<file path="src/common/divsqrt_pkg.sv">
// Shared widths, format/operation types, status struct and helpers for the divide/sqrt slice
package divsqrt_pkg;

  // ----------------------------------------
  // Widths
  // ----------------------------------------
  localparam int unsigned WIDTH     = 32;  // Operand and result word
  localparam int unsigned NUM_LANES = 4;
  localparam int unsigned FMT_BITS  = 2;
  localparam int unsigned CNT_BITS  = 6;   // Holds up to 32 iterations

  typedef enum logic [FMT_BITS-1:0] {
    INT8  = 2'd0,
    INT16 = 2'd1,
    INT32 = 2'd2
  } fmt_e;

  typedef enum logic {
    DIV  = 1'b0,
    SQRT = 1'b1
  } op_e;

  typedef struct packed {
    logic dz;  // Divide by zero
    logic nx;  // Inexact, nonzero remainder
  } status_t;

  // ----------------------------------------
  // Helpers
  // ----------------------------------------
  function automatic int unsigned fmt_width(fmt_e fmt);
    case (fmt)
      INT8:    return 8;
      INT16:   return 16;
      default: return 32;
    endcase
  endfunction

  // Widest element a lane ever has to hold
  function automatic int unsigned lane_width(int unsigned lane);
    case (lane)
      0:       return 32;
      1:       return 16;
      default: return 8;
    endcase
  endfunction

  function automatic int unsigned fmt_lanes(fmt_e fmt);
    case (fmt)
      INT8:    return 4;
      INT16:   return 2;
      default: return 1;
    endcase
  endfunction

endpackage
</file>
<file path="src/verilog/divsqrt_multifmt_slice.sv">
// Top of the multi-format divide/sqrt slice: one shared FSM and counter driving four lanes
module divsqrt_multifmt_slice import divsqrt_pkg::*; #(
  parameter type TagType = logic
) (
  input  logic             clk_i,
  input  logic             reset_i,
  input  logic [WIDTH-1:0] operands_a_i,
  input  logic [WIDTH-1:0] operands_b_i,
  input  op_e              op_i,
  input  fmt_e             fmt_i,
  input  logic             vectorial_op_i,
  input  TagType           tag_i,
  input  logic             in_valid_i,
  output logic             in_ready_o,
  input  logic             flush_i,
  output logic [WIDTH-1:0] result_o,
  output status_t          status_o,
  output TagType           tag_o,
  output logic             out_valid_o,
  input  logic             out_ready_i,
  output logic             busy_o
);

  logic [NUM_LANES-1:0][WIDTH-1:0] lane_a, lane_b, lane_result;
  logic [NUM_LANES-1:0]            lane_active;
  status_t [NUM_LANES-1:0]         lane_status;
  logic                            start, step, last_step;
  fmt_e                            fmt_q;
  logic                            vector_q;

  operand_slicer i_slicer (
    .operands_a_i   ( operands_a_i   ),
    .operands_b_i   ( operands_b_i   ),
    .fmt_i          ( fmt_i          ),
    .vectorial_op_i ( vectorial_op_i ),
    .lane_a_o       ( lane_a         ),
    .lane_b_o       ( lane_b         ),
    .lane_active_o  ( lane_active    )
  );

  divsqrt_fsm #(.TagType(TagType)) i_fsm (
    .clk_i, .reset_i, .in_valid_i, .out_ready_i, .flush_i,
    .last_step_i    ( last_step      ),
    .fmt_i, .vectorial_op_i, .tag_i, .in_ready_o, .out_valid_o, .busy_o,
    .start_o        ( start          ),
    .step_o         ( step           ),
    .fmt_q_o        ( fmt_q          ),
    .vector_q_o     ( vector_q       ),
    .tag_o
  );

  iter_counter i_counter (
    .clk_i, .reset_i,
    .start_i     ( start     ),
    .step_i      ( step      ),
    .op_i, .fmt_i,
    .last_step_o ( last_step )
  );

  // ----------------------------------------
  // Lanes, each sized for its widest element
  // ----------------------------------------
  for (genvar lane = 0; lane < NUM_LANES; lane++) begin : gen_lanes
    localparam int unsigned LW = lane_width(lane);
    logic [LW-1:0] local_result;

    divsqrt_lane #(.LaneWidth(LW)) i_lane (
      .clk_i, .reset_i,
      .start_i       ( start                ),
      .step_i        ( step                 ),
      .lane_active_i ( lane_active[lane]    ),
      .op_i, .fmt_i,
      .operand_a_i   ( lane_a[lane][LW-1:0] ),
      .operand_b_i   ( lane_b[lane][LW-1:0] ),
      .result_o      ( local_result         ),
      .status_o      ( lane_status[lane]    )
    );

    assign lane_result[lane] = WIDTH'(local_result);  // Zero-extend narrow lanes
  end

  result_packer i_packer (
    .lane_result_i ( lane_result ),
    .lane_status_i ( lane_status ),
    .fmt_i         ( fmt_q       ),
    .vector_i      ( vector_q    ),
    .result_o, .status_o
  );

endmodule

</file>
<file path="src/verilog/result_packer.sv">
// Packs the lane results back into one word by format and collapses the lane status flags
module result_packer import divsqrt_pkg::*; (
  input  logic [NUM_LANES-1:0][WIDTH-1:0] lane_result_i,
  input  status_t [NUM_LANES-1:0]         lane_status_i,
  input  fmt_e                            fmt_i,
  input  logic                            vector_i,
  output logic [WIDTH-1:0]                result_o,
  output status_t                         status_o
);

  logic [WIDTH-1:0]     elem_mask;
  logic [NUM_LANES-1:0] lane_used;

  assign elem_mask = {WIDTH{1'b1}} >> (WIDTH - fmt_width(fmt_i));

  always_comb begin : used_lanes
    for (int unsigned lane = 0; lane < NUM_LANES; lane++) begin
      lane_used[lane] = (lane == 0) || (vector_i && (lane < fmt_lanes(fmt_i)));
    end
  end

  // ----------------------------------------
  // Result word
  // ----------------------------------------
  // Bits no used lane covers stay zero
  always_comb begin : pack
    result_o = '0;
    for (int unsigned lane = 0; lane < NUM_LANES; lane++) begin
      if (lane_used[lane]) begin
        result_o |= (lane_result_i[lane] & elem_mask) << (lane * fmt_width(fmt_i));
      end
    end
  end

  // Collapse the status
  always_comb begin : collapse
    status_o = '0;
    for (int unsigned lane = 0; lane < NUM_LANES; lane++) begin
      status_o |= lane_status_i[lane];  // Idle lanes report zero
    end
  end

endmodule

</file>
<file path="src/verilog/operand_slicer.sv">
// Splits the operand words into per-lane elements by format and marks the lanes in use
module operand_slicer import divsqrt_pkg::*; (
  input  logic [WIDTH-1:0]                 operands_a_i,
  input  logic [WIDTH-1:0]                 operands_b_i,
  input  fmt_e                             fmt_i,
  input  logic                             vectorial_op_i,
  output logic [NUM_LANES-1:0][WIDTH-1:0]  lane_a_o,
  output logic [NUM_LANES-1:0][WIDTH-1:0]  lane_b_o,
  output logic [NUM_LANES-1:0]             lane_active_o
);

  // ----------------------------------------
  // Per-lane slicing
  // ----------------------------------------
  always_comb begin : slice
    for (int unsigned lane = 0; lane < NUM_LANES; lane++) begin
      // Upper bits are dropped inside the lane
      lane_a_o[lane] = operands_a_i >> (lane * fmt_width(fmt_i));
      lane_b_o[lane] = operands_b_i >> (lane * fmt_width(fmt_i));
    end
  end

  // Scalar ops use lane 0 only
  always_comb begin : activity
    for (int unsigned lane = 0; lane < NUM_LANES; lane++) begin
      if (lane == 0) begin
        lane_active_o[lane] = 1'b1;
      end else begin
        lane_active_o[lane] = vectorial_op_i && (lane < fmt_lanes(fmt_i));
      end
    end
  end

endmodule

</file>
<file path="src/divsqrt/divsqrt_lane.sv">
// One vector lane: iterative restoring unsigned divide or floor square root, stepped by the FSM
module divsqrt_lane import divsqrt_pkg::*; #(
  parameter int unsigned LaneWidth = 32
) (
  input  logic                 clk_i,
  input  logic                 reset_i,
  input  logic                 start_i,
  input  logic                 step_i,
  input  logic                 lane_active_i,
  input  op_e                  op_i,
  input  fmt_e                 fmt_i,
  input  logic [LaneWidth-1:0] operand_a_i,
  input  logic [LaneWidth-1:0] operand_b_i,
  output logic [LaneWidth-1:0] result_o,
  output status_t              status_o
);

  logic                 active_q;
  op_e                  op_q;
  fmt_e                 fmt_q;
  logic                 dz_q;
  logic [LaneWidth-1:0] a_q;     // Dividend or radicand, consumed from the top
  logic [LaneWidth-1:0] b_q;     // Divisor
  logic [LaneWidth-1:0] quot_q;  // Quotient or root
  logic [LaneWidth-1:0] rem_q;

  logic [1:0]           top_bits;
  logic [LaneWidth+1:0] shifted, trial, diff;
  logic                 fits;

  // Element width, capped at what this lane can hold
  function automatic int unsigned eff_width(fmt_e fmt);
    return (fmt_width(fmt) > LaneWidth) ? LaneWidth : fmt_width(fmt);
  endfunction

  function automatic logic [LaneWidth-1:0] width_mask(fmt_e fmt);
    return {LaneWidth{1'b1}} >> (LaneWidth - eff_width(fmt));
  endfunction

  // ----------------------------------------
  // One restoring iteration
  // ----------------------------------------
  always_comb begin : iteration
    top_bits = 2'(a_q >> (eff_width(fmt_q) - 2));  // Next unconsumed bits of the element
    if (op_q == SQRT) begin
      shifted = {rem_q, top_bits};
      trial   = {quot_q, 2'b01};  // 4*root + 1
    end else begin
      shifted = {1'b0, rem_q, top_bits[1]};
      trial   = {2'b00, b_q};
    end
    diff = shifted - trial;
    fits = (shifted >= trial);
  end

  always_ff @(posedge clk_i) begin : active_reg
    if (reset_i) begin
      active_q <= 1'b0;
    end else if (start_i) begin
      active_q <= lane_active_i;
    end
  end

  always_ff @(posedge clk_i) begin : datapath
    if (start_i) begin
      a_q    <= operand_a_i & width_mask(fmt_i);
      b_q    <= operand_b_i & width_mask(fmt_i);
      quot_q <= '0;
      rem_q  <= '0;
      op_q   <= op_i;
      fmt_q  <= fmt_i;
      dz_q   <= (op_i == DIV) && ((operand_b_i & width_mask(fmt_i)) == '0);
    end else if (step_i && active_q) begin
      a_q    <= (op_q == SQRT) ? (a_q << 2) : (a_q << 1);
      rem_q  <= fits ? diff[LaneWidth-1:0] : shifted[LaneWidth-1:0];
      quot_q <= {quot_q[LaneWidth-2:0], fits};  // Zero divisor always fits, all ones
    end
  end

  // Divide by zero reports dz alone
  assign result_o = active_q ? quot_q : '0;
  assign status_o = active_q ? status_t'{dz: dz_q, nx: (|rem_q) && !dz_q} : '0;

endmodule

</file>
<file path="src/divsqrt/iter_counter.sv">
// Shared iteration counter, loaded per operation and format, flags the final lane step
module iter_counter import divsqrt_pkg::*; (
  input  logic clk_i,
  input  logic reset_i,
  input  logic start_i,
  input  logic step_i,
  input  op_e  op_i,
  input  fmt_e fmt_i,
  output logic last_step_o
);

  logic [CNT_BITS-1:0] cnt_q;
  logic [CNT_BITS-1:0] num_steps;

  // One bit per step for divide, one bit pair per step for square root
  always_comb begin : step_count
    if (op_i == SQRT) begin
      num_steps = CNT_BITS'(fmt_width(fmt_i) / 2);
    end else begin
      num_steps = CNT_BITS'(fmt_width(fmt_i));
    end
  end

  always_ff @(posedge clk_i) begin : count_reg
    if (reset_i) begin
      cnt_q <= '0;
    end else if (start_i) begin
      cnt_q <= num_steps;
    end else if (step_i) begin
      cnt_q <= cnt_q - 1'b1;
    end
  end

  assign last_step_o = step_i && (cnt_q == CNT_BITS'(1));

  // Steps must stop once the loaded count is used up
  a_step_in_range : assert property (@(posedge clk_i) disable iff (reset_i)
    step_i |-> (cnt_q != '0));

endmodule

</file>
<file path="src/divsqrt/divsqrt_fsm.sv">
// Control FSM shared by all lanes that accepts one operation, steps it and holds the result
module divsqrt_fsm import divsqrt_pkg::*; #(
  parameter type TagType = logic
) (
  input  logic   clk_i,
  input  logic   reset_i,
  input  logic   in_valid_i,
  input  logic   out_ready_i,
  input  logic   flush_i,
  input  logic   last_step_i,
  input  fmt_e   fmt_i,
  input  logic   vectorial_op_i,
  input  TagType tag_i,
  output logic   in_ready_o,
  output logic   out_valid_o,
  output logic   busy_o,
  output logic   start_o,
  output logic   step_o,
  output fmt_e   fmt_q_o,
  output logic   vector_q_o,
  output TagType tag_o
);

  typedef enum logic [1:0] {IDLE, CALC, DONE} state_e;

  state_e state_q, state_d;

  assign in_ready_o  = (state_q == IDLE) && !flush_i;  // No accept while flushing
  assign start_o     = in_valid_i && in_ready_o;
  assign step_o      = (state_q == CALC);
  assign out_valid_o = (state_q == DONE);
  assign busy_o      = (state_q != IDLE);

  always_comb begin : next_state
    state_d = state_q;
    case (state_q)
      IDLE: if (start_o) state_d = CALC;
      CALC: if (last_step_i) state_d = DONE;
      DONE: if (out_ready_i) state_d = IDLE;  // Held until downstream takes it
      default: state_d = IDLE;
    endcase
    if (flush_i) state_d = IDLE;  // Flush wins from any state
  end

  always_ff @(posedge clk_i) begin : state_reg
    if (reset_i) begin
      state_q <= IDLE;
    end else begin
      state_q <= state_d;
    end
  end

  // Operation info travels alongside the lanes
  always_ff @(posedge clk_i) begin : info_reg
    if (start_o) begin
      fmt_q_o    <= fmt_i;
      vector_q_o <= vectorial_op_i;
      tag_o      <= tag_i;
    end
  end

  // The counter may only end an operation that is iterating
  a_last_step_in_calc : assert property (@(posedge clk_i) disable iff (reset_i)
    last_step_i |-> step_o);

endmodule

</file>
<file path="config.mk">
export PLATFORM = sky130hd
export DESIGN_NAME = divsqrt_multifmt_slice
export DESIGN_NICKNAME = d
export VERILOG_FILES = /design/src/common/divsqrt_pkg.sv /design/src/verilog/divsqrt_multifmt_slice.sv /design/src/verilog/result_packer.sv /design/src/verilog/operand_slicer.sv /design/src/divsqrt/divsqrt_lane.sv /design/src/divsqrt/iter_counter.sv /design/src/divsqrt/divsqrt_fsm.sv
export SDC_FILE = /design/constraint.sdc
export NUM_CORES = 1
export LEC_CHECK = 0
export ABC_CLOCK_PERIOD_IN_PS = 13600
export BUFFER_PORTS_ARGS = -buffer_cell sky130_fd_sc_hd__buf_4
export CELL_PAD_IN_SITES_DETAIL_PLACEMENT = 0
export CELL_PAD_IN_SITES_GLOBAL_PLACEMENT = 1
export CORE_MARGIN = 10
export CORE_UTILIZATION = 43
export DETAILED_ROUTE_END_ITERATION = 10
export PLACE_DENSITY = 0.69
export SYNTH_ARGS = -nofsm -noshare
export SYNTH_HDL_FRONTEND = slang
export SYNTH_HIERARCHICAL = 1
export SYNTH_SLANG_ARGS = --single-unit
</file>
<file path="constraint.sdc">
create_clock -name clk_i -period 13.6 [get_ports clk_i]
set_input_delay 2.04 -clock clk_i [delete_from_list [all_inputs] [get_ports clk_i]]
set_output_delay 2.04 -clock clk_i [all_outputs]
set_load 0.01 [all_outputs]
</file>
==> run summary <==
The number of vias per cell after detailed routing was 5.80. The tightest slew margin relative to the limit is 22.0%, and the first-pass detailed-route iteration total is 5. In this run, post-CTS hold repair placed 0 buffers. The total power divided by cell area was 103 nW/um2.

The run finished with clean final reports. The number of buffers inserted by port buffering came out at 111. Data required time at the worst endpoint: 11.56 ns.

The tools report the final RePlAce weighted congestion as 0.889. The repair_antennas step left the layout with diodes totalling 0. For hold timing, the worst endpoint is gen_lanes[3].i_lane/quot_q[7]$_SDFFE_PP0P_. In the final routed layout, each cell accounts on average for 21.9 um. The fraction of layout instances using a drive strength above 1 works out to 14.5%. Summed over all nets, the switching power comes to 0.000650 W. Summed over all layers, the global routing overflow is 0. The worst-case IR drop observed on VDD is 0.0810 mV. Once the floorplan was initialized, standard cells occupied 43.3% of the core. The initial antenna violation count was 0; the remaining routing DRC violations was 0.

Row generation in the floorplan step produced 80 rows. In this run the critical register-to-register path is launched from gen_lanes[1].i_lane/fmt_q[0]$_DFFE_PP_. Counting the buffers created by CTS gives 35. In this run the static leakage power is 8.77 nW. The tools report the via count as 16,400. Setup violations remaining at the end of the flow were counted as 0. Summing all placed instances gives a cell area of 21,000 um2. After clock tree synthesis, the setup repair step added 0 buffers.

The worst hold path belongs to the class flop to flop. TritonCTS built the clock tree. Average footprint of a synthesized cell: 9.17 um2. Of the total power, the share spent switching nets is 28.6%. For the finished layout, the period the worst path requires is 5.30 ns.

Max-cap violations in this run came to 0. The number of cells on the worst reg-to-reg path is 17. Once detailed placement completed, the half-perimeter wirelength came to 46,500 um. For the worst-skew pair, the clock arrives at the later sink with an insertion delay of 0.55 ns. The run gives 211 as the pin count of the biggest net entering global routing.

Gates resized during post-CTS repair numbered 0. The number of instances in the synthesized netlist is 2,245. During synthesis, Yosys emitted a total of 6 warnings. The width of the die is 239 um. The fraction of the cycle the final worst path needs was 39.0%. At the pin with the least slew margin, the transition time is 1.17 ns. For the setup skew after layout, the log shows 0.0112 ns.

Setup repair after global routing left no endpoint under its margin. The max-slew violation count is 0. For the full die area, the log shows 57,000 um2. The worst-path maximum fanout was 30; the number of nets with antenna violations after detailed routing was 0. The area growth from synthesis to layout is 7.45%. The proportion of power drawn by the clock network is 40.1%, and the sequential share of power is 42.3%.

The tools report the number of nets in the final layout as 2,346. The worst setup path is launched from a flop. Slack of the worst reg-to-reg path: 8.83 ns. The relative contribution of combinational cells to total power is 17.6%, and the number of instances on the worst hold path is 2. The endpoint of the worst register-to-register path is gen_lanes[1].i_lane/rem_q[9]$_SDFFE_PP0P_. The via count of the first global-routing pass is 15,700. For the accumulated negative setup slack, the log shows 0 ns. The tools report the maximum buffer depth of the clock tree as 3. The initial DRC count is 1,660, and the overall power is 0.00227 W. The cell internal power dissipation was 0.00162 W. The tools report the final standard cell area without fillers as 22,100 um2. The H-tree was split into 2 levels. The run gives 46.5% as the final core utilization. The sum of routed wire length over all layers is 62,000 um, and the clock transition at the registers of the reported paths is 0.06 ns. The tools report the number of hold violations in the final report as 0. The floorplan step set the die height to 239 um. After floorplanning, the core was sized to cover 47,500 um2. The logs give 189 MHz for the maximum frequency from static timing analysis and 284 for the sink count of the clock tree.

The first global-routing pass estimated 94,000 um of wire. 112 I/O pins were placed. The nature of the critical path endpoint was an output pin.

Overall global routing resource usage: 21.0%. In this run the most critical hold path is launched from gen_lanes[3].i_lane/quot_q[7]$_SDFFE_PP0P_. The root buffer cell is sky130_fd_sc_hd__clkbuf_16. Classification of the worst setup path: flop to output pin.

The mapped netlist covers 20,600 um2. Data on the critical path arrives at its endpoint at 3.26 ns.
==> metrics by stage <==
step                      std cells  hold WS, ns  worst slack [ns]
after floorplan                2268        0.443              7.27
after CTS                      2829        0.482              8.34
after global placement         2765        0.469              8.33
final                          2829        0.482              8.30
after detailed placement       2765        0.473              8.24
after global routing           2829        0.501              8.16
==> metal layers <==
metal	wire [um]	track usage, %
met2	27000	31.7
met1	29900	30.4
met5	0	0
met3	3860	3.41
met4	1280	5.59
==> state kept, by name, summed over array words and instances, names as in the netlist <==
name / cells
gen_lanes.i_lane/a_q: 64
gen_lanes.i_lane/b_q: 64
gen_lanes.i_lane/quot_q: 64
gen_lanes.i_lane/rem_q: 64
i_counter/cnt_q: 6
gen_lanes.i_lane/active_q: 4
gen_lanes.i_lane/dz_q: 4
gen_lanes.i_lane/fmt_q: 4
gen_lanes.i_lane/op_q: 4
i_fsm/fmt_q_o: 2
i_fsm/state_q: 2
i_fsm/tag_o: 1
i_fsm/vector_q_o: 1
==> critical path: stages (launching register included) <==
cell and delay (ns):
sky130_fd_sc_hd__edfxtp_1 0.78, sky130_fd_sc_hd__or2_2 0.51, sky130_fd_sc_hd__ha_1 0.24, sky130_fd_sc_hd__nand2b_2 0.31
sky130_fd_sc_hd__nor2_1 0.47, sky130_fd_sc_hd__o2bb2ai_1 0.22, sky130_fd_sc_hd__buf_4 0.17
==> how the worst max path moves through the flow <==
stage,endpoint,slack (ns),start
global route,result_o[18],8.16,i_fsm/fmt_q_o[0]$_DFFE_PP_
CTS,result_o[18],8.34,i_fsm/fmt_q_o[0]$_DFFE_PP_
finish,result_o[18],8.30,i_fsm/fmt_q_o[0]$_DFFE_PP_
floorplan,gen_lanes[0].i_lane/a_q[0]$_SDFFCE_PN0P_,7.27,flush_i
global placement,gen_lanes[1].i_lane/dz_q$_DFFE_PP_,8.33,fmt_i[0]
detailed placement,gen_lanes[1].i_lane/dz_q$_DFFE_PP_,8.24,fmt_i[0]
==> power groups by stage <==
stage	registers [W]	logic [W]	clock network, W
global route	0.000964	0.000438	0.000963
CTS	0.000961	0.000399	0.000933
detailed placement	0.000979	0.000397	0
global placement	0.000979	0.000394	0
floorplan	0.000966	0.000313	0
finish	0.000962	0.000400	0.000913
==> layout make-up <==
class | count | area (um2)
Sequential cell | 284 | 7130
Tap cell | 615 | 769
Timing Repair Buffer | 125 | 951
Fill cell | 4536 | 25400
Clock inverter | 17 | 126
Multi-Input combinational cell | 1692 | 12000
Inverter | 49 | 184
Clock buffer | 47 | 982
==> layout by cell type, fill, tap and decap left out, drive strengths merged, types with 24 or more instances in the layout <==
cell type / n
dfxtp: 140
nor3: 26
nand2: 227
conb: 26
mux2i: 188
nor4: 34
clkbuf: 47
inv: 50
mux2: 70
nand2b: 30
nor2b: 63
xnor2: 32
o21ai: 101
nor2: 113
nand4: 24
a211oi: 73
nand3: 29
and2: 119
a21oi: 137
edfxtp: 144
a21o: 34
buf: 125
ha: 81
Power figures use the tool's default switching activity.
